$ cat src/common/bridge_pkg.sv
// Shared widths and response codes for the AXI-Lite I/O bridge.
// The decoded space is MEM_BYTES and must be NUM_BANKS * BANK_DEPTH words.
`default_nettype none

package bridge_pkg;

   // AXI-Lite bus widths
   localparam int AXIL_ADDR_W = 32;
   localparam int AXIL_DATA_W = 32;
   localparam int AXIL_STRB_W = AXIL_DATA_W / 8;

   // Memory geometry
   localparam int NUM_BANKS  = 4;
   localparam int BANK_DEPTH = 64;
   localparam int MEM_BYTES  = 1024;

   typedef logic [AXIL_ADDR_W-1:0] axil_addr_t;
   typedef logic [AXIL_DATA_W-1:0] axil_data_t;
   typedef logic [AXIL_STRB_W-1:0] axil_strb_t;
   typedef logic [1:0]             axil_resp_t;

   typedef logic [$clog2(NUM_BANKS)-1:0]  bank_idx_t;
   typedef logic [$clog2(BANK_DEPTH)-1:0] row_idx_t;

   // AXI response codes in use
   localparam axil_resp_t RESP_OKAY   = 2'b00;
   localparam axil_resp_t RESP_SLVERR = 2'b10;

endpackage

`default_nettype wire
$ cat src/logic/dram_hash_decode.sv
// Registers a command with its hashed bank and row.
// Bank is XORed with the low row bits to spread strided accesses.
`default_nettype none

module dram_hash_decode
  (input  wire                     clk_i
   , input  wire                   rst_n_i

   , input  wire                   cmd_valid_i
   , output logic                  cmd_ready_o
   , input  wire                   cmd_we_i
   , input  wire bridge_pkg::axil_addr_t cmd_addr_i
   , input  wire bridge_pkg::axil_data_t cmd_data_i
   , input  wire bridge_pkg::axil_strb_t cmd_strb_i

   , output logic                  hash_valid_o
   , input  wire                   hash_ready_i
   , output logic                  hash_we_o
   , output bridge_pkg::bank_idx_t hash_bank_o
   , output bridge_pkg::row_idx_t  hash_row_o
   , output logic                  hash_in_range_o
   , output bridge_pkg::axil_data_t hash_data_o
   , output bridge_pkg::axil_strb_t hash_strb_o
   );

   import bridge_pkg::*;

   localparam int BYTE_OFS_W = $clog2(AXIL_STRB_W);
   localparam int BANK_W     = $bits(bank_idx_t);
   localparam int WORD_W     = $bits(row_idx_t) + BANK_W;

   logic [WORD_W-1:0] word_idx;
   bank_idx_t         bank_d;
   logic              hash_valid_q;
   logic              take;

   assign word_idx = cmd_addr_i[BYTE_OFS_W +: WORD_W];
   assign bank_d   = word_idx[BANK_W-1:0] ^ word_idx[2*BANK_W-1:BANK_W];

   assign cmd_ready_o = ~hash_valid_q | hash_ready_i;
   assign take        = cmd_valid_i & cmd_ready_o;

   always_ff @(posedge clk_i)
   begin
      if (!rst_n_i)
         hash_valid_q <= 1'b0;
      else if (cmd_ready_o)
         hash_valid_q <= cmd_valid_i;
   end

   always_ff @(posedge clk_i)
   begin
      if (take)
      begin
         hash_we_o       <= cmd_we_i;
         hash_bank_o     <= bank_d;
         hash_row_o      <= word_idx[WORD_W-1:BANK_W];
         // Only range check in the design
         hash_in_range_o <= cmd_addr_i < axil_addr_t'(MEM_BYTES);
         hash_data_o     <= cmd_data_i;
         hash_strb_o     <= cmd_strb_i;
      end
   end

   assign hash_valid_o = hash_valid_q;

endmodule

`default_nettype wire

$ cat config.mk
export PLATFORM = sky130hd
export DESIGN_NAME = dram_hash_decode
export DESIGN_NICKNAME = d
export VERILOG_FILES = /design/src/common/bridge_pkg.sv /design/src/logic/dram_hash_decode.sv
export SDC_FILE = /design/constraint.sdc
export NUM_CORES = 1
export LEC_CHECK = 0
export BUFFER_PORTS_ARGS = -buffer_cell sky130_fd_sc_hd__buf_4
export CORE_UTILIZATION = 41
export DETAILED_ROUTE_END_ITERATION = 6
export PLACE_DENSITY = 0.84
export SETUP_SLACK_MARGIN = 0.02
export SLEW_MARGIN = 20
export SYNTH_ARGS = -nofsm -noshare
export SYNTH_HDL_FRONTEND = slang
export SYNTH_SLANG_ARGS = --single-unit
$ cat constraint.sdc
create_clock -name clk_i -period 5.56 [get_ports clk_i]
set_clock_uncertainty 0.05 [all_clocks]
set_input_delay 1.668 -clock clk_i [delete_from_list [all_inputs] [get_ports clk_i]]
set_output_delay 1.668 -clock clk_i [all_outputs]
set_load 0.01 [all_outputs]
==> impl_metrics.yaml <==
sta:
  hold_violations: 0
  finalSetupTns_ps: 0
  worstMarginPinSlew_ps: 987
  setup_viol: 0
  finalCriticalPeriod_ps: 3810
  finalMaxSlewViolations: 0
  clock.fmax_ghz: 0.262
  rsz0062_at_grt: "false"
  min_period_over_period_pct: 68.6
  max_slew_margin_pct: 34.2
clock_network:
  cts_tree: "built"
  clock_sink_count: 47
  cts-root-buf: "clkbuf_4"
  clk_latency_ps: 340
  cts_buffer_depth: 2
  holdBufCountCts: 0
  post_cts_buffers: 0
  cts.repair.resized: 0
  cts.reportedPaths.clkPinSlew_ps: 120
  cts_buffers: 5
  htreeDepth: 2
route:
  firstDrtPassIters: 4
  antenna_left: 0
  drcViolationCount: 0
  detail_route.wl_per_cell_um: 14.8
  wl_met1_um: 1080
  met2_length_um: 2000
  drtIter0Drc: 33
  via_per_inst: 4.46
  routed_wirelength_um: 3440
  met3_length_um: 286
  vias: 1035
  top_layer: "met4"
global_routing:
  grt_pass1_vias: 1121
  grt_antenna_before_repair: 0
  grt_usage_pct: 18.7
  grt_pass1_wl_um: 5190
  grt_max_degree: 47
  globalRouteOverflowTotal: 0
placement:
  placed_cells: 224
  gp_congestion: 0.747
  port_buffers: 118
  dp_hpwl_um: 2790
critical_path:
  r2r_slack_ps: 3880
  worstPathMaxFanout: 3
  worstSetupPathType: "input port to output pin"
  end_kind: "output pin"
  cp-start-kind: "input port"
  cp.required_ps: 3840
  arrival_ps: 2090
synth:
  synth.avg_cell_area_um2: 25.0
  synth_seq_cells: 47
  synth_edf_count: 46
  syn_inst: 60
  synth_area_um2: 1500
  ys_top_cells_by_count: "46 x edfxtp_1, 4 x nor4_1, 2 x xor2_1"
  yosysTopAreaCell: "edfxtp_1"
  synthArstFlopShare_pct: 0
  synthFlopType: "edfxtp_1"
  synth_nets: 133
  synth_top_area_share_pct: 92.2
  synth.most_common_cell: "edfxtp_1"
  yosysWarnings: 0
  yosys.cell_types.count: 11
  synth_area_leaders: "edfxtp_1 92%, nor4_1 1.7%, dfxtp_1 1.3%"
  yosysSeqAreaShare_pct: 93.6
layout:
  final_util_pct: 73.2
  finalNonFillerCells: 232
  drive_gt1_share_pct: 68.8
  nets: 258
  n_antenna_cell: 0
  syn_to_final_growth_pct: 66.9
die:
  fp.dieH_um: 62.4
  die_w_um: 62.4
  rows: 21
  ios: 121
  die_area_um2: 3900
  coreArea_um2: 3420
  start_util_pct: 43.8
worst_hold_path:
  min_path_type: "register to register"
power_and_ir_drop:
  powerDensity_nw_per_um2: 265
  p_leak_nw: 1.08
  ir_drop_mv: 0.168
flow_run:
  cap_violations: 0
status:
  status: "complete, no violations"
## layout by cell type, fill, tap and decap left out
cell and n:
nand4_1 1, a21boi_1 1, and2_2 1, buf_4 118, edfxtp_1 46, dfxtp_1 1
nor4_2 1, clkbuf_4 5, clkinv_1 1, clkinvlp_4 1, nor4_1 4, nand2b_1 1
clkinv_4 1, or4_4 1, inv_1 1, xor2_1 2
## metal layers
metal | up-vias | global-route usage (%)
met5 | - | 0
met4 | 0 | 9.59
met3 | 6 | 6.39
met2 | 70 | 34.9
met1 | 469 | 17.7
li1 | 490 | -
## metrics by stage
step	hold slack, ps	worst slack [ps]	cell area, µm²	total power, mW
final	501	1750	2500	0.661
after global routing	561	1710	2500	0.687
after CTS	514	1740	2500	0.668
after detailed placement	493	1750	2440	0.520
after global placement	476	1750	2440	0.517
after floorplan	547	2000	1500	0.448
## worst paths after layout
| check | startpoint | depth (start not counted) | end |
|---|---|---|---|
| worst max register to register | hash_valid_o | 2 | hash_data_o[24] |
| worst min-delay path | hash_valid_o | 2 | hash_valid_o |
| worst min register to register | hash_valid_o | 2 | hash_valid_o |
| worst max-delay path | hash_ready_i | 3 | cmd_ready_o |
## sequential cells by signal, indices dropped and copies added (netlist names)
name             cells
hash_data_o         32
hash_strb_o          4
hash_bank_o          2
hash_row_o           6
hash_valid_o         1
hash_we_o            1
hash_in_range_o      1
## layout make-up
cell class	count	area, µm²
Sequential cell	47	1400
Fill cell	233	916
Timing Repair Buffer	118	886
Multi-Input combinational cell	12	93.8
Tap cell	46	57.6
Clock buffer	5	37.5
Clock inverter	3	20.0
Inverter	1	3.75
## cells by family after synthesis
| kind of cell | synth area share (%) |
|---|---|
| simple gates | 4.51 |
| flops | 93.6 |
| buf+inv | 0.250 |
| compound gates | 0.501 |
| xor+xnor | 1.17 |
## critical path: stages
cell      delay [ps]
buf_4            100
nand2b_1         160
buf_4            160
## power by group
part | switching (mW) | internal [mW]
combinational | 0.0351 | 0.0557
clock | 0.102 | 0.0486
sequential | 0.00579 | 0.414
total | 0.143 | 0.518
(Power assumes the default switching activity.)
