--- config.mk ---
export PLATFORM = sky130hd
export DESIGN_NAME = axil_responder
export DESIGN_NICKNAME = d
export VERILOG_FILES = /design/src/common/bridge_pkg.sv /design/src/logic/axil_responder.sv
export SDC_FILE = /design/constraint.sdc
export NUM_CORES = 1
export LEC_CHECK = 0
export BUFFER_PORTS_ARGS = -buffer_cell sky130_fd_sc_hd__buf_2
export CORE_MARGIN = 5
export CORE_UTILIZATION = 36
export DETAILED_ROUTE_END_ITERATION = 8
export PLACE_DENSITY = 0.75
export SETUP_SLACK_MARGIN = 0.3
export SLEW_MARGIN = 20
export SYNTH_ARGS = -nofsm -noshare
export SYNTH_HDL_FRONTEND = slang
export SYNTH_SLANG_ARGS = --single-unit
--- constraint.sdc ---
create_clock -name clk_i -period 0.8 [get_ports clk_i]
set_clock_uncertainty 0.15 [all_clocks]
set_input_delay 0.16 -clock clk_i [delete_from_list [all_inputs] [get_ports clk_i]]
set_output_delay 0.16 -clock clk_i [all_outputs]
set_load 0.02 [all_outputs]
--- src/common/bridge_pkg.sv ---
// Shared widths and response codes for the AXI-Lite I/O bridge.
// The decoded space is MEM_BYTES and must be NUM_BANKS * BANK_DEPTH words.
`default_nettype none

package bridge_pkg;

   // AXI-Lite bus widths
   localparam int AXIL_ADDR_W = 32;
   localparam int AXIL_DATA_W = 32;
   localparam int AXIL_STRB_W = AXIL_DATA_W / 8;

   // Memory geometry
   localparam int NUM_BANKS  = 4;
   localparam int BANK_DEPTH = 64;
   localparam int MEM_BYTES  = 1024;

   typedef logic [AXIL_ADDR_W-1:0] axil_addr_t;
   typedef logic [AXIL_DATA_W-1:0] axil_data_t;
   typedef logic [AXIL_STRB_W-1:0] axil_strb_t;
   typedef logic [1:0]             axil_resp_t;

   typedef logic [$clog2(NUM_BANKS)-1:0]  bank_idx_t;
   typedef logic [$clog2(BANK_DEPTH)-1:0] row_idx_t;

   // AXI response codes in use
   localparam axil_resp_t RESP_OKAY   = 2'b00;
   localparam axil_resp_t RESP_SLVERR = 2'b10;

endpackage

`default_nettype wire
--- src/logic/axil_responder.sv ---
// One-entry response holder driving either B or R.
// A result arriving from memory always finds this slot free.
`default_nettype none

module axil_responder
  (input  wire                     clk_i
   , input  wire                   rst_n_i

   , input  wire                   res_valid_i
   , input  wire                   res_we_i
   , input  wire                   res_in_range_i
   , input  wire bridge_pkg::axil_data_t res_data_i
   , output logic                  slot_free_o

   , output bridge_pkg::axil_resp_t s_axil_bresp_o
   , output logic                  s_axil_bvalid_o
   , input  wire                   s_axil_bready_i

   , output bridge_pkg::axil_data_t s_axil_rdata_o
   , output bridge_pkg::axil_resp_t s_axil_rresp_o
   , output logic                  s_axil_rvalid_o
   , input  wire                   s_axil_rready_i
   );

   import bridge_pkg::*;

   logic       bvalid_q;
   logic       rvalid_q;
   axil_resp_t resp_q;
   axil_data_t rdata_q;
   logic       resp_done;

   assign resp_done = (bvalid_q & s_axil_bready_i) | (rvalid_q & s_axil_rready_i);

   // A result already leaving memory claims the slot as well
   assign slot_free_o = (~(bvalid_q | rvalid_q) | resp_done) & ~res_valid_i;

   always_ff @(posedge clk_i)
   begin
      if (!rst_n_i)
      begin
         bvalid_q <= 1'b0;
         rvalid_q <= 1'b0;
      end
      else if (res_valid_i)
      begin
         bvalid_q <= res_we_i;
         rvalid_q <= ~res_we_i;
      end
      else if (resp_done)
      begin
         bvalid_q <= 1'b0;
         rvalid_q <= 1'b0;
      end
   end

   always_ff @(posedge clk_i)
   begin
      if (res_valid_i)
      begin
         resp_q  <= res_in_range_i ? RESP_OKAY : RESP_SLVERR;
         rdata_q <= res_data_i;
      end
   end

   assign s_axil_bvalid_o = bvalid_q;
   assign s_axil_bresp_o  = resp_q;
   assign s_axil_rvalid_o = rvalid_q;
   assign s_axil_rresp_o  = resp_q;
   assign s_axil_rdata_o  = rdata_q;

endmodule

`default_nettype wire

==> impl_metrics.ini <==
[outcome]
status = finished, violations left
failed_checks = negative hold slack, negative setup slack

[routing]
drt-total-wl_mm = 3.31
wl_per_cell_um = 17.3
vias = 850
drc = 0
via_per_inst = 4.43
first_pass_iters = 4
postRouteAntennaNets = 0
drtIter0Drc = 22

[synth]
yosysTopAreaCellShare_pct = 87.1
synth_edf_count = 33
ys_warn_count = 0
ys_ff_latch = 35
yosysMostFrequentCell = edfxtp_1
netlist_top_cells_area = edfxtp_1 87%, dfxtp_1 3.5%, buf_4 2.0%
syn_inst = 50
synth.cell_area_um2 = 1140
syn_avg_cell_area_um2 = 22.7
synthTopCellsByCount = 33 x edfxtp_1, 3 x buf_4
yosysTopAreaCell = edfxtp_1
synth_flop_cell = edfxtp_1
async_flop_share_pct = 0
ys_types = 12
seq_area_frac_synth_pct = 90.6

[critical_path]
slowest_delay_ns = 0.37
worstSetupStartpointType = register
cp_cell_sequence = nor2b_4, a221oi_4, buf_6
worstPathMaxFanout = 3
critPathArrivalTime_ns = 1.20
slowest_stage = dfxtp_4
worstSetupEndpointType = output pin
critPathKind = reg2out
worst_ep_required_time_ns = 0.49

[placement]
placed_area_um2 = 1630
dp_cells = 171
place.gp.congestion = 0.612
hpwl_mm = 1.98
io_buffers = 75

[cells_and_area]
layout-drive-gt1-share_pct = 70.3
filler_cell_count = 196
final_nets = 186
final_util_pct = 68.9
finalInstanceArea_um2 = 2100
syn_to_final_growth_pct = 84.9
antenna_cells_inserted = 0
fin_cells = 192

[pwr]
p_comb_share_pct = 20.8
seqPwrFrac_pct = 57.0
pwr-share-clk_pct = 22.2
sw_frac_of_total_pct = 25.1
p_sw_mw = 0.975
vdd_drop_max_mv = 0.659
p_leak_nw = 0.939
p_total_mw = 3.89
power.density_nw_per_um2 = 1850
intPower_mw = 2.92

[timing]
fin_crit_sh_pct = 188
hold_violations = 33
rsz0062_at_grt = yes
finalWorstPathRequiredPeriod_ns = 1.51
fin_ws_ns = -0.705
setup_viol = 55
finalSetupTns_ns = -14.75
final_max_slew_viol_count = 0
clock.fmax_ghz = 0.664
hold_ws_ns = -0.150

[global_routing]
grt-ovfl-total = 0
grt_antenna_before_repair = 0
grt_first_pass_wirelength_mm = 4.33
grt_max_degree = 11
grt_pass1_vias = 883
grtUsageTotal_pct = 14.6

[floorplan]
coreArea_um2 = 3050
ios = 78
row_count = 20
dieWidth_um = 66.2
die_area_um2 = 4380
initial_utilization_pct = 37.3
fp.dieH_um = 66.2

[clock_network]
clock_latency_ns = 0.32
cts_max_path_buffers = 2
cts.sinks = 35
clockRootBuffer = clkbuf_4
numCtsBuffers = 5
cts_max_level = 2
cts_tree = yes
path_clk_slew_ns = 0.10

[job]
drv_cap = 0

[worst_hold_path]
worstHoldPathType = in2reg
==> worst paths after layout <==
kind         cells past startpoint                 end             from  slack (ns)
max                              3         slot_free_o  s_axil_rvalid_o       -0.71
min                              1  s_axil_rdata_o[22]   res_data_i[22]       -0.15
max reg2reg                      3     s_axil_rvalid_o  s_axil_rvalid_o       -0.23
min reg2reg                      2     s_axil_bvalid_o  s_axil_rvalid_o        0.47
==> worst max-delay path: cells and delay by family, from the launching register on <==
family	cells	cell delay, ns
AND/OR/NAND/NOR	1	0.14
flip-flops	1	0.37
buffers and inverters	1	0.15
AO/OA/AOI/OAI	1	0.22
==> placed cells by master (no fill, tap or decap), drive strengths merged <==
| master | count |
|---|---|
| a41o | 2 |
| clkinv | 2 |
| dfxtp | 2 |
| nor2b | 2 |
| and3b | 1 |
| nand2 | 2 |
| a221oi | 1 |
| conb | 2 |
| clkbuf | 6 |
| inv | 2 |
| buf | 92 |
| and3 | 1 |
| edfxtp | 33 |
==> flip-flops by register name (all words and copies together) (netlist names) <==
signal and count:
s_axil_bresp_o 1, s_axil_bvalid_o 1, s_axil_rdata_o 32, s_axil_rvalid_o 1
==> kinds of logic after synthesis <==
logic type	Yosys count	synth area share, %
and+or+nand+nor	6	3.30
AOI/OAI and AO/OA	3	3.08
buffers and inverters	5	2.64
other	1	0.330
DFF	35	90.6
==> area by class of cell <==
| cell class | count | area [um^2] | area share, % |
|---|---|---|---|
| sequential | 35 | 1040 | 49.3 |
| clock inverter | 2 | 7.51 | 0.357 |
| multi-input combinational | 11 | 111 | 5.29 |
| inverter | 2 | 10.0 | 0.476 |
| timing repair buffer | 92 | 842 | 40.0 |
| clock buffer | 6 | 41.3 | 1.96 |
| tap | 44 | 55.1 | 2.62 |
==> power groups by stage <==
stage | logic, mW | registers, mW | clock network, mW
2_1_floorplan | 0.0636 | 2.43 | 0
3_3_place_gp | 0.521 | 2.22 | 0
3_5_place_dp | 0.533 | 2.23 | 0
4_1_cts | 0.726 | 2.20 | 0.890
5_1_grt | 0.844 | 2.23 | 0.987
6_report | 0.809 | 2.22 | 0.862
==> through the flow <==
step	hold WS, ns	worst slack, ns
5_1_grt	-0.188	-0.788
3_5_place_dp	0.188	-0.402
6_report	-0.150	-0.705
2_1_floorplan	0.109	-0.358
4_1_cts	-0.165	-0.735
3_3_place_gp	0.187	-0.382
==> repair_timing <==
item	4_1_cts	5_1_grt
resized for setup	36	35
hold endpoints to repair	33	33
cloned	5	0
buffers inserted	8	0
pin swaps	3	1
endpoints found under the setup margin	72	72
==> routing by layer <==
layer  vias to the layer above  track usage, %  part of all wire [%]
met1                       406            12.4                    33
li1                        385               -                     -
met3                         4            6.12                    12
met4                         0            7.61                   1.0
met2                        55            27.9                    54
met5                         -               0                     0
(Power assumes the default switching activity.)
