--- src/common/bridge_pkg.sv ---
// Shared widths and response codes for the AXI-Lite I/O bridge.
// The decoded space is MEM_BYTES and must be NUM_BANKS * BANK_DEPTH words.
`default_nettype none

package bridge_pkg;

   // AXI-Lite bus widths
   localparam int AXIL_ADDR_W = 32;
   localparam int AXIL_DATA_W = 32;
   localparam int AXIL_STRB_W = AXIL_DATA_W / 8;

   // Memory geometry
   localparam int NUM_BANKS  = 4;
   localparam int BANK_DEPTH = 64;
   localparam int MEM_BYTES  = 1024;

   typedef logic [AXIL_ADDR_W-1:0] axil_addr_t;
   typedef logic [AXIL_DATA_W-1:0] axil_data_t;
   typedef logic [AXIL_STRB_W-1:0] axil_strb_t;
   typedef logic [1:0]             axil_resp_t;

   typedef logic [$clog2(NUM_BANKS)-1:0]  bank_idx_t;
   typedef logic [$clog2(BANK_DEPTH)-1:0] row_idx_t;

   // AXI response codes in use
   localparam axil_resp_t RESP_OKAY   = 2'b00;
   localparam axil_resp_t RESP_SLVERR = 2'b10;

endpackage

`default_nettype wire
--- src/logic/axil_client.sv ---
// AXI-Lite slave front end with a single command slot.
// Writes need AW and W together and win over AR; no PROT inputs.
`default_nettype none

module axil_client
  (input  wire                     clk_i
   , input  wire                   rst_n_i

   , input  wire bridge_pkg::axil_addr_t s_axil_awaddr_i
   , input  wire                   s_axil_awvalid_i
   , output logic                  s_axil_awready_o

   , input  wire bridge_pkg::axil_data_t s_axil_wdata_i
   , input  wire bridge_pkg::axil_strb_t s_axil_wstrb_i
   , input  wire                   s_axil_wvalid_i
   , output logic                  s_axil_wready_o

   , input  wire bridge_pkg::axil_addr_t s_axil_araddr_i
   , input  wire                   s_axil_arvalid_i
   , output logic                  s_axil_arready_o

   , output logic                  cmd_valid_o
   , input  wire                   cmd_ready_i
   , output logic                  cmd_we_o
   , output bridge_pkg::axil_addr_t cmd_addr_o
   , output bridge_pkg::axil_data_t cmd_data_o
   , output bridge_pkg::axil_strb_t cmd_strb_o
   );

   import bridge_pkg::*;

   logic       cmd_valid_q;
   logic       cmd_we_q;
   axil_addr_t cmd_addr_q;
   axil_data_t cmd_data_q;
   axil_strb_t cmd_strb_q;

   logic slot_open;
   logic wr_offered;
   logic wr_take;
   logic rd_take;

   // Slot is usable if empty or draining this cycle
   assign slot_open  = ~cmd_valid_q | cmd_ready_i;
   assign wr_offered = s_axil_awvalid_i & s_axil_wvalid_i;

   assign wr_take = wr_offered & slot_open;
   // Reads only go when no complete write is waiting
   assign rd_take = s_axil_arvalid_i & ~wr_offered & slot_open;

   assign s_axil_awready_o = wr_take;
   assign s_axil_wready_o  = wr_take;
   assign s_axil_arready_o = rd_take;

   always_ff @(posedge clk_i)
   begin
      if (!rst_n_i)
         cmd_valid_q <= 1'b0;
      else if (wr_take | rd_take)
         cmd_valid_q <= 1'b1;
      else if (cmd_ready_i)
         cmd_valid_q <= 1'b0;
   end

   always_ff @(posedge clk_i)
   begin
      if (wr_take)
      begin
         cmd_we_q   <= 1'b1;
         cmd_addr_q <= s_axil_awaddr_i;
         cmd_data_q <= s_axil_wdata_i;
         cmd_strb_q <= s_axil_wstrb_i;
      end
      else if (rd_take)
      begin
         cmd_we_q   <= 1'b0;
         cmd_addr_q <= s_axil_araddr_i;
         cmd_data_q <= '0;
         cmd_strb_q <= '0;
      end
   end

   assign cmd_valid_o = cmd_valid_q;
   assign cmd_we_o    = cmd_we_q;
   assign cmd_addr_o  = cmd_addr_q;
   assign cmd_data_o  = cmd_data_q;
   assign cmd_strb_o  = cmd_strb_q;

endmodule

`default_nettype wire

--- config.mk ---
export PLATFORM = sky130hd
export DESIGN_NAME = axil_client
export DESIGN_NICKNAME = d
export VERILOG_FILES = /design/src/common/bridge_pkg.sv /design/src/logic/axil_client.sv
export SDC_FILE = /design/constraint.sdc
export NUM_CORES = 1
export LEC_CHECK = 0
export BUFFER_PORTS_ARGS = -buffer_cell sky130_fd_sc_hd__buf_2
export CAP_MARGIN = 15
export CORE_UTILIZATION = 39
export DETAILED_ROUTE_END_ITERATION = 10
export PLACE_DENSITY = 0.87
export REMOVE_ABC_BUFFERS = 1
export SETUP_SLACK_MARGIN = 0.15
export SLEW_MARGIN = 25
export SYNTH_ARGS = -nofsm -noshare
export SYNTH_HDL_FRONTEND = slang
export SYNTH_SLANG_ARGS = --single-unit
--- constraint.sdc ---
create_clock -name clk_i -period 4.2 [get_ports clk_i]
set_clock_uncertainty 0.05 [all_clocks]
set_input_delay 1.05 -clock clk_i [delete_from_list [all_inputs] [get_ports clk_i]]
set_output_delay 1.05 -clock clk_i [all_outputs]
set_load 0.005 [all_outputs]
==> summary.md, run 1 <==
| Metric | Value |
|---|---|
| DRT Pass-1 Iters | `4` |
| Gate Count Post-Synth | `157` |
| Vias | `1980` |
| Total negative slack | `0 ps` |
| Type of origin of the critical path | `primary input` |
| Synthesized area | `2969 sq um` |
| Clock Root Buffer | `clkbuf_8` |
| DRC | `0` |
| Clock Latency Late Sink | `330 ps` |
| Leak pwr | `1.914 nW` |
| FMAX | `0.3356 GHz` |
| Top post-synthesis cells by area | `edfxtp_1 (69%), mux2_4 (16%), and2_1 (7.6%)` |
| Die Y | `89.25 um` |
| Global-route wire length before repair | `8714 um` |
| Top_reg_cell synth | `edfxtp_1` |
| EDFF count, synth | `68` |
| Max_cap viols | `0` |
| Post-synthesis sequential area ratio | `70.12%` |
| Crit share post-route | `70.94%` |
| Fin cells | `444` |
| Placed cell count | `428` |
| Routability cong. | `0.6568` |
| Initial Util | `40.72%` |
| CP max FO | `27` |
| Syn_area_per_cell | `18.91 sq um` |
| Port buffer count | `178` |
| Final setup violation count | `0` |
| Die area | `7966 sq um` |
| Share of layout cells above drive strength 1 | `66.67%` |
| GRT Overall Usage | `15.27%` |
| Num rows | `31` |
| Vias in the first global route | `1914` |
| Congestion Overflow GR | `0` |
| HP Class | `flip-flop to flip-flop` |
| Routed wire length | `5965 um` |
| ANT cells | `0` |
| Initial antenna violation count | `2` |
| Flops & latches, synth | `70` |
| Synthesis Warnings | `0` |
| Final ANT Viol Nets | `0` |
| Power Total | `1.639 mW` |
| Die Wd | `89.25 um` |
| Layout area overhead | `38.90%` |
| VDD IR max | `191.6 uV` |
| Worst Tran Pin Value | `842.3 ps` |
| RSZ-0062 raised after global routing | `no` |
| Largest net degree at the start of global routing | `69` |
| H-tree levels | `3` |
| Initial drt markers | `54` |
| Crit path time final | `2980 ps` |
| Top cells by count, synth | `edfxtp_1 (68), and2_1 (36), mux2_4 (32)` |
| Area leader, netlist | `edfxtp_1` |
| Pwr per Cell Area | `397.5 nW/um^2` |
| Setup Buffers After CTS | `0` |
| Wire length per cell | `13.43 um` |
| Max transition margin | `43.84%` |
| CTS tree | `built` |
| CP endpoint kind | `primary output` |
| Yosys top cell area share | `68.77%` |
| CP required | `3100 ps` |
| Area of the core | `7292 sq um` |
| Clock sinks | `70` |
| Vias/cell | `4.459` |
| Endpoints failing hold | `0` |
| CTS clk-pin slew, worst paths | `70 ps` |
| Critical path class | `primary input to primary output` |
| Fin. max-slew vios | `0` |
| FFs w/ async S/R, synth | `0%` |
| Hold-fix buffer count after cts | `0` |
| Outcome | `completed` |
| Final nets | `446` |
| Data arrival time of the worst path | `1880 ps` |
| Yosys cell types | `18` |
| # IOs | `179` |
| PostCTS Resize Cnt | `0` |
| Total CTS buffers | `9` |
| Clock Tree Buf Depth | `2` |
| Cell with the most instances after synthesis | `edfxtp_1` |
==> per-layer routing <==
metal | GRT usage (%) | share of wire, %
met5 | 0 | 0.20
met4 | 9.380 | 2.7
met3 | 5.817 | 9.9
met2 | 26.58 | 51
met1 | 15.49 | 36
==> power by group <==
group          total (mW)  internal, mW  switching [mW]
registers           0.852         0.837          0.0150
clock network       0.577         0.332           0.245
logic               0.210         0.120          0.0898
total                1.64          1.29           0.349
==> worst paths after layout <==
path	from	to	slack [ps]	cells past startpoint
worst max register to register	cmd_valid_o	cmd_addr_o[9]	2140	4
worst max-delay path	s_axil_awvalid_i	s_axil_awready_o	1220	4
worst min register to register	cmd_we_o	cmd_we_o	410	1
worst min-delay path	cmd_we_o	cmd_we_o	410	1
==> cell families after synthesis <==
kind of cell           Yosys count  synth area share (%)
AO/OA/AOI/OAI                    3                0.6743
buffers and inverters            8                 3.245
flip-flops                      70                 70.12
multiplexers                    32                 16.18
AND/OR/NAND/NOR                 44                 9.777
==> registers in the layout, indices dropped and copies added, names as in the netlist <==
name	flops
cmd_addr_o	32
cmd_valid_o	1
cmd_data_o	32
cmd_strb_o	4
cmd_we_o	1
==> cell usage in the layout (no fill, tap or decap) <==
cell,netlist,layout
bufinv_16,0,2
buf_2,0,178
clkbuf_8,0,9
clkinv_1,0,1
nor2b_4,1,1
o21a_1,1,1
mux2_4,32,32
buf_4,2,2
or2b_1,1,1
nand2_2,1,1
a21o_1,1,1
clkinvlp_4,0,3
nand2_1,2,2
a21oi_1,1,1
edfxtp_1,68,68
clkbuf_1,0,1
and3_1,1,1
and2_1,36,36
nor2_4,0,1
nor2_8,1,1
dfxtp_1,2,2
==> critical path, stage by stage <==
cell and delay, ps:
buf_2 100, nand2_2 100, nor2_8 420, buf_2 210
==> area by class of cell <==
cell class	instances	area [sq um]
Clock buffer	10	127.6
Fill cell	615	3168
Timing Repair Buffer	180	905.9
Tap cell	99	123.9
Clock inverter	6	86.33
Multi-Input combinational cell	79	798.3
Sequential cell	70	2082
==> metrics by stage <==
stage / cell area [sq um] / hold WS (ps) / utilization (%) / setup WS [ps]
6_report: 4124 / 412.3 / 56.55 / 1220
5_1_grt: 4124 / 432.2 / 56.55 / 1143
4_1_cts: 4124 / 421.4 / 56.55 / 1194
3_5_place_dp: 3910 / 404.5 / 53.62 / 1206
3_3_place_gp: 3910 / 385.9 / 53.62 / 1225
2_1_floorplan: 2873 / 401.1 / - / -312.1
Power figures use the tool's default switching activity.
==> inputs of run 2 (changes only) <==
Settings changed: ABC_AREA set to 1, CORE_UTILIZATION 39 to 43, PLACE_DENSITY 0.87 to 0.91.
Clock period 4.2 ns to 3.1 ns, I/O delays scaled along.
==> summary.md, run 2 <==
| Metric | Value |
|---|---|
| Outcome | `completed (unchanged)` |
| Final setup violation count | `0 (unchanged)` |
| Congestion Overflow GR | `0 (unchanged)` |
| Vias/cell | `4.574 (was 4.459)` |
| Final ANT Viol Nets | `0 (unchanged)` |
| DP HPWL | `4901 um` |
| Sequential power share | `50.1% (was 52.0%)` |
| Final nets | `551 (was 446)` |
| FMAX | `0.4120 GHz` |
| Leak pwr | `2.162 nW (was 1.914 nW)` |
| Commonest non-fill, non-tap cell in the layout | `buf_2 (unchanged)` |
| Worst Tran Pin Value | `404.2 ps (was 842.3 ps)` |
| Endpoints failing hold | `0 (unchanged)` |
| Post-synthesis sequential area ratio | `69.59% (was 70.12%)` |
| Yosys cell types | `14 (was 18)` |
| Num rows | `30 (was 31)` |
| Combinational share of power | `12.7% (was 12.8%)` |
| ANT cells | `0 (unchanged)` |
| Routability cong. | `0.7420 (was 0.6568)` |
| EDFF count, synth | `68 (unchanged)` |
| Total CTS buffers | `9 (unchanged)` |
| Setup Buffers After CTS | `0 (unchanged)` |
| Yosys top cell area share | `68.26% (was 68.77%)` |
| Flops & latches, synth | `70 (unchanged)` |
| Max transition margin | `73.06% (was 43.84%)` |
| Max_cap viols | `0 (unchanged)` |
| VDD IR max | `279.9 uV (was 191.6 uV)` |
| Fill cell count | `568 (was 615)` |
| Footprint of the multi-input gates | `639.4 sq um (was 798.3 sq um)` |
| Initial Util | `44.28% (was 40.72%)` |
| Most frequent cells in the layout | `buf_2 (178), edfxtp_1 (68), nand2_1 (67) (was buf_2 (178), edfxtp_1 (68), and2_1 (36))` |
| Layout area overhead | `38.64% (was 38.90%)` |
| CTS tree | `built (unchanged)` |
| Pre-CTS setup slack | `668.9 ps (was 1206 ps)` |
| Gate Count Post-Synth | `266 (was 157)` |
| FF+latch area | `2082 sq um (unchanged)` |
| Synthesized area | `2992 sq um (was 2969 sq um)` |
| HP Class | `flip-flop to flip-flop (unchanged)` |
| Global-route wire length before repair | `10310 um (was 8714 um)` |
| Clock sinks | `70 (unchanged)` |
| Final setup margin | `673.0 ps (was 1220 ps)` |
| Wire length per cell | `12.26 um (was 13.43 um)` |
| Crit share post-route | `78.29%` |
| GRT Overall Usage | `18.82% (was 15.27%)` |
| Placed cell count | `514 (was 428)` |
| Clock Latency Late Sink | `330 ps (about the same)` |
| Routed wire length | `6498 um (was 5965 um)` |
| Data arrival time of the worst path | `1600 ps (was 1880 ps)` |
| DRC | `0 (unchanged)` |
| Clock Tree Buf Depth | `2 (unchanged)` |
| Synthesis Warnings | `0 (unchanged)` |
| Share of layout cells above drive strength 1 | `48.89% (was 66.67%)` |
| Critical path class | `primary input to primary output (unchanged)` |
| Die area | `7295 sq um (was 7966 sq um)` |
| FFs w/ async S/R, synth | `0% (unchanged)` |
| PostCTS Resize Cnt | `0 (unchanged)` |
| Vias in the first global route | `2289 (was 1914)` |
| CP endpoint kind | `primary output (unchanged)` |
| Hold-fix buffer count after cts | `0 (unchanged)` |
| Die Wd | `85.41 um (was 89.25 um)` |
| Int Pwr | `1.805 mW (was 1.290 mW)` |
| Area of the core | `6756 sq um (was 7292 sq um)` |
| Top post-synthesis cells by area | `edfxtp_1 (68%), nand2_1 (8.5%), nand3_1 (5.5%) (was edfxtp_1 (69%), mux2_4 (16%), and2_1 (7.6%))` |
| Largest net degree at the start of global routing | `50 (was 69)` |
| Port buffer count | `178 (unchanged)` |
| DRT Pass-1 Iters | `5 (was 4)` |
| Switching Share | `22.15% (was 21.31%)` |
| Pwr per Cell Area | `558.9 nW/um^2 (was 397.5 nW/um^2)` |
| Fin cells | `530 (was 444)` |
| CTS clk-pin slew, worst paths | `60 ps (was 70 ps)` |
| Area leader, netlist | `edfxtp_1 (unchanged)` |
| Hold slack | `398.0 ps (was 412.3 ps)` |
| RSZ-0062 raised after global routing | `no (unchanged)` |
| Crit path time final | `2427 ps` |
| Die Y | `85.41 um (was 89.25 um)` |
| Psw | `513.4 uW (was 349.3 uW)` |
| Fin. max-slew vios | `0 (unchanged)` |
| Clk network pwr share | `37.2% (was 35.2%)` |
| Type of origin of the critical path | `primary input (unchanged)` |
| Power Total | `2.318 mW (was 1.639 mW)` |
| Initial antenna violation count | `0 (was 2)` |
| Clock Root Buffer | `clkbuf_8 (unchanged)` |
| CP required | `2270 ps (was 3100 ps)` |
| Top_reg_cell synth | `edfxtp_1 (unchanged)` |
| Initial drt markers | `68 (was 54)` |
| Syn_area_per_cell | `11.25 sq um (was 18.91 sq um)` |
| # IOs | `179 (unchanged)` |
| Vias | `2424 (was 1980)` |
| H-tree levels | `3 (unchanged)` |
| Top cells by count, synth | `edfxtp_1 (68), nand2_1 (68), inv_1 (40) (was edfxtp_1 (68), and2_1 (36), mux2_4 (32))` |
| CP max FO | `35 (was 27)` |
run 2: cell types whose count changed after synthesis, moves of 3 or more:
cell | before | now
nand2_1 | 2 | 68
inv_1 | 0 | 40
and2_1 | 36 | 0
nand3_1 | 0 | 33
mux2_4 | 32 | 0
nor2_2 | 0 | 18
nor2_1 | 1 | 18
buf_2 | 0 | 6
buf_6 | 1 | 7
buf_12 | 3 | 0
run 2: layout make-up:
class | instances | area share (%)
Clock inverter | 7 | 2.715
Multi-Input combinational cell | 141 | 15.41
Inverter | 41 | 3.771
Tap cell | 80 | 2.413
Timing Repair Buffer | 182 | 22.50
Sequential cell | 70 | 50.20
Clock buffer | 9 | 2.986
run 2: logic make-up after synthesis:
family	count (synthesis)	share of synthesized area [%]
flops	70	69.59
buf+inv	55	9.118
simple gates	141	21.29
run 2: path summary, 6_finish.rpt:
kind | startpoint | endpoint | slack [ps] | cells after the start
hold / removal | cmd_we_o | cmd_we_o | 400 | 2
setup / recovery | cmd_ready_i | s_axil_arready_o | 670 | 6
setup reg to reg | cmd_valid_o | cmd_data_o[15] | 1440 | 4
hold reg to reg | cmd_we_o | cmd_we_o | 400 | 2
run 2: power groups by stage:
| stage | Sequential, mW | Clock [mW] | Combinational (mW) |
|---|---|---|---|
| after CTS | 1.16 | 0.882 | 0.299 |
| after global routing | 1.17 | 0.927 | 0.331 |
| final | 1.16 | 0.863 | 0.294 |
| after detailed placement | 1.18 | 0 | 0.299 |
| after floorplan | 1.20 | 0 | 0.101 |
| after global placement | 1.18 | 0 | 0.288 |
run 2: routing by layer:
metal  routed length (um)  global-route usage [%]  part of all wire (%)  vias to the layer above
li1                     -                       -                     -                     1212
met1                 2502                   20.77                    39                     1070
met2                 3370                   33.82                    52                      132
met3                  538                   6.128                   8.3                       10
met4                   87                   6.818                   1.3                        0
met5                    0                       0                     0                        -
run 2: critical path: stages:
cell and delay (ps):
buf_2 80, inv_1 50, nand2_4 290, nand3_1 210, inv_1 80, buf_2 100
run 2: metrics by stage:
| stage | instance area, sq um | TNS (ps) | utilization (%) |
|---|---|---|---|
| after global routing | 4148 | 0 | 61.39 |
| after detailed placement | 3911 | 0 | 57.89 |
| after CTS | 4148 | 0 | 61.39 |
| after floorplan | 2875 | -34930 | - |
| final | 4148 | 0 | 61.39 |
| after global placement | 3911 | 0 | 57.89 |
==> inputs of run 3 (changes only) <==
Settings changed: ABC_AREA 1 to 0.
Clock period 3.1 ns to 2.4 ns, I/O delays scaled along.
==> summary.md, run 3 (synthesis results as in run 1) <==
| Metric | Value |
|---|---|
| Vias in the first global route | `2017 (was 2289)` |
| Vias | `1925 (was 2424)` |
| Die area | `7241 sq um (was 7295 sq um)` |
| Power Total | `2.859 mW (was 2.318 mW)` |
| CTS clk-pin slew, worst paths | `60 ps (about the same)` |
| DRC | `0 (unchanged)` |
| Area of the core | `6495 sq um (was 6756 sq um)` |
| Worst Min Path Start | `cmd_we_o (unchanged)` |
| Critical path class | `primary input to primary output (unchanged)` |
| Leak pwr | `1.939 nW (was 2.162 nW)` |
| Global-route wire length before repair | `8921 um (was 10310 um)` |
| Hold slack | `421.1 ps (was 398.0 ps)` |
| Flop2flop setup slack | `850 ps (was 1440 ps)` |
| CP endpoint kind | `primary output (unchanged)` |
| Final ANT Viol Nets | `0 (unchanged)` |
| Crit. Startpoint | `cmd_ready_i (unchanged)` |
| Final setup margin | `471.3 ps (was 673.0 ps)` |
| DP HPWL | `4470 um (was 4901 um)` |
| Reg2reg path depth | `4 (unchanged)` |
| Clock Latency Late Sink | `330 ps (about the same)` |
| Layout area overhead | `39.06% (was 38.64%)` |
| PostCTS Resize Cnt | `0 (unchanged)` |
| Initial Util | `45.71% (was 44.28%)` |
| Crit path time final | `1929 ps` |
| Share of layout cells above drive strength 1 | `66.67% (was 48.89%)` |
| Vias/cell | `4.562 (was 4.574)` |
| Initial antenna violation count | `0 (unchanged)` |
| Worst Tran Pin Value | `379.9 ps (was 404.2 ps)` |
| CP max FO | `3 (was 35)` |
| Largest net degree at the start of global routing | `69 (was 50)` |
| ANT cells | `0 (unchanged)` |
| Total CTS buffers | `9 (unchanged)` |
| Wire length per cell | `14.17 um (was 12.26 um)` |
| Max transition margin | `74.67% (was 73.06%)` |
| Num rows | `29 (was 30)` |
| DRT Pass-1 Iters | `4 (was 5)` |
| Most frequent cells in the layout | `buf_2 (178), edfxtp_1 (68), and2_1 (36) (was buf_2 (178), edfxtp_1 (68), nand2_1 (67))` |
| Congestion Overflow GR | `0 (unchanged)` |
| HP Class | `flip-flop to flip-flop (unchanged)` |
| RSZ-0062 raised after global routing | `no (unchanged)` |
| GRT Overall Usage | `16.70% (was 18.82%)` |
| Outcome | `completed (unchanged)` |
| Critical R2R Launch | `cmd_valid_o (unchanged)` |
| Crit share post-route | `80.36%` |
| H-tree levels | `3 (unchanged)` |
| Type of origin of the critical path | `primary input (unchanged)` |
| Final nets | `447 (was 551)` |
| CP required | `1750 ps (was 2270 ps)` |
| Max_cap viols | `0 (unchanged)` |
| WHS Endpoint | `cmd_we_o (unchanged)` |
| Die Wd | `85.10 um (was 85.41 um)` |
| FMAX | `0.5185 GHz` |
| Fin. max-slew vios | `0 (unchanged)` |
| Clock sinks | `70 (unchanged)` |
| Routability cong. | `0.6961 (was 0.7420)` |
| Die Y | `85.10 um (was 85.41 um)` |
| Area after DPL | `3928 sq um (was 3911 sq um)` |
| Setup Buffers After CTS | `0 (unchanged)` |
| Routed wire length | `5978 um (was 6498 um)` |
| Pwr per Cell Area | `692.3 nW/um^2 (was 558.9 nW/um^2)` |
| Endpoints failing hold | `0 (unchanged)` |
| Port buffer count | `178 (unchanged)` |
| # IOs | `179 (unchanged)` |
| Total negative slack | `0 ps (unchanged)` |
| VDD IR max | `422.1 uV (was 279.9 uV)` |
| Commonest non-fill, non-tap cell in the layout | `buf_2 (unchanged)` |
| CTS tree | `built (unchanged)` |
| Final instance area | `4129 sq um (was 4148 sq um)` |
| Worst reg2reg path endpoint | `cmd_addr_o[15] (was cmd_data_o[15])` |
| Final setup violation count | `0 (unchanged)` |
| Clock Tree Buf Depth | `2 (unchanged)` |
| Pre-CTS setup slack | `467.0 ps (was 668.9 ps)` |
| Data arrival time of the worst path | `1280 ps (was 1600 ps)` |
| Clock Root Buffer | `clkbuf_8 (unchanged)` |
| Hold-fix buffer count after cts | `0 (unchanged)` |
| Hold path cells | `1 (was 2)` |
| Initial drt markers | `34 (was 68)` |
-- run 3: changes by cell type in the layout (fill, tap and decap cells not counted), moves of 3 or more --
cell,previous run,this run
mux2_4,0,32
buf_4,3,0
nand2_1,67,2
inv_1,40,0
nand3_1,33,0
and2_1,0,36
nor2_2,18,0
nor2_1,18,0
-- run 3: layout make-up --
type / count / area (sq um)
Multi-Input combinational cell: 79 / 798.3
Fill cell: 487 / 2366
Tap cell: 77 / 96.34
Clock buffer: 9 / 123.9
Clock inverter: 6 / 77.57
Sequential cell: 70 / 2082
Timing Repair Buffer: 181 / 950.9
-- run 3: worst max-delay path by stage --
stage                                   to  cells after the start
after global routing      s_axil_arready_o                      3
final                     s_axil_arready_o                      4
after global placement    s_axil_arready_o                      4
after floorplan              cmd_addr_o[0]                      2
after detailed placement    cmd_addr_o[15]                      5
after CTS                 s_axil_arready_o                      4
-- run 3: per-layer routing --
metal	routed length (um)	track usage (%)	part of all wire, %
met1	2210	17.33	37
met5	0	0	0
met3	449	4.961	7.5
met4	166	10.48	2.8
met2	3151	29.55	53
-- run 3: worst max-delay path, cell delays in order --
cell,delay [ps]
buf_2,120
or2b_1,250
and3_1,180
buf_2,120
-- run 3: stage by stage --
| step | util [%] | instances |
|---|---|---|
| 4_1_cts | 63.57 | 422 |
| 5_1_grt | 63.57 | 422 |
| 2_1_floorplan | - | 149 |
| 6_report | 63.57 | 422 |
| 3_5_place_dp | 60.47 | 407 |
| 3_3_place_gp | 60.47 | 407 |
-- run 3: report_power, final --
part	internal (mW)	leakage (nW)	switching, mW
clock network	0.569	0.104	0.419
registers	1.46	0.701	0.0242
logic	0.220	1.13	0.162
total	2.25	1.94	0.605
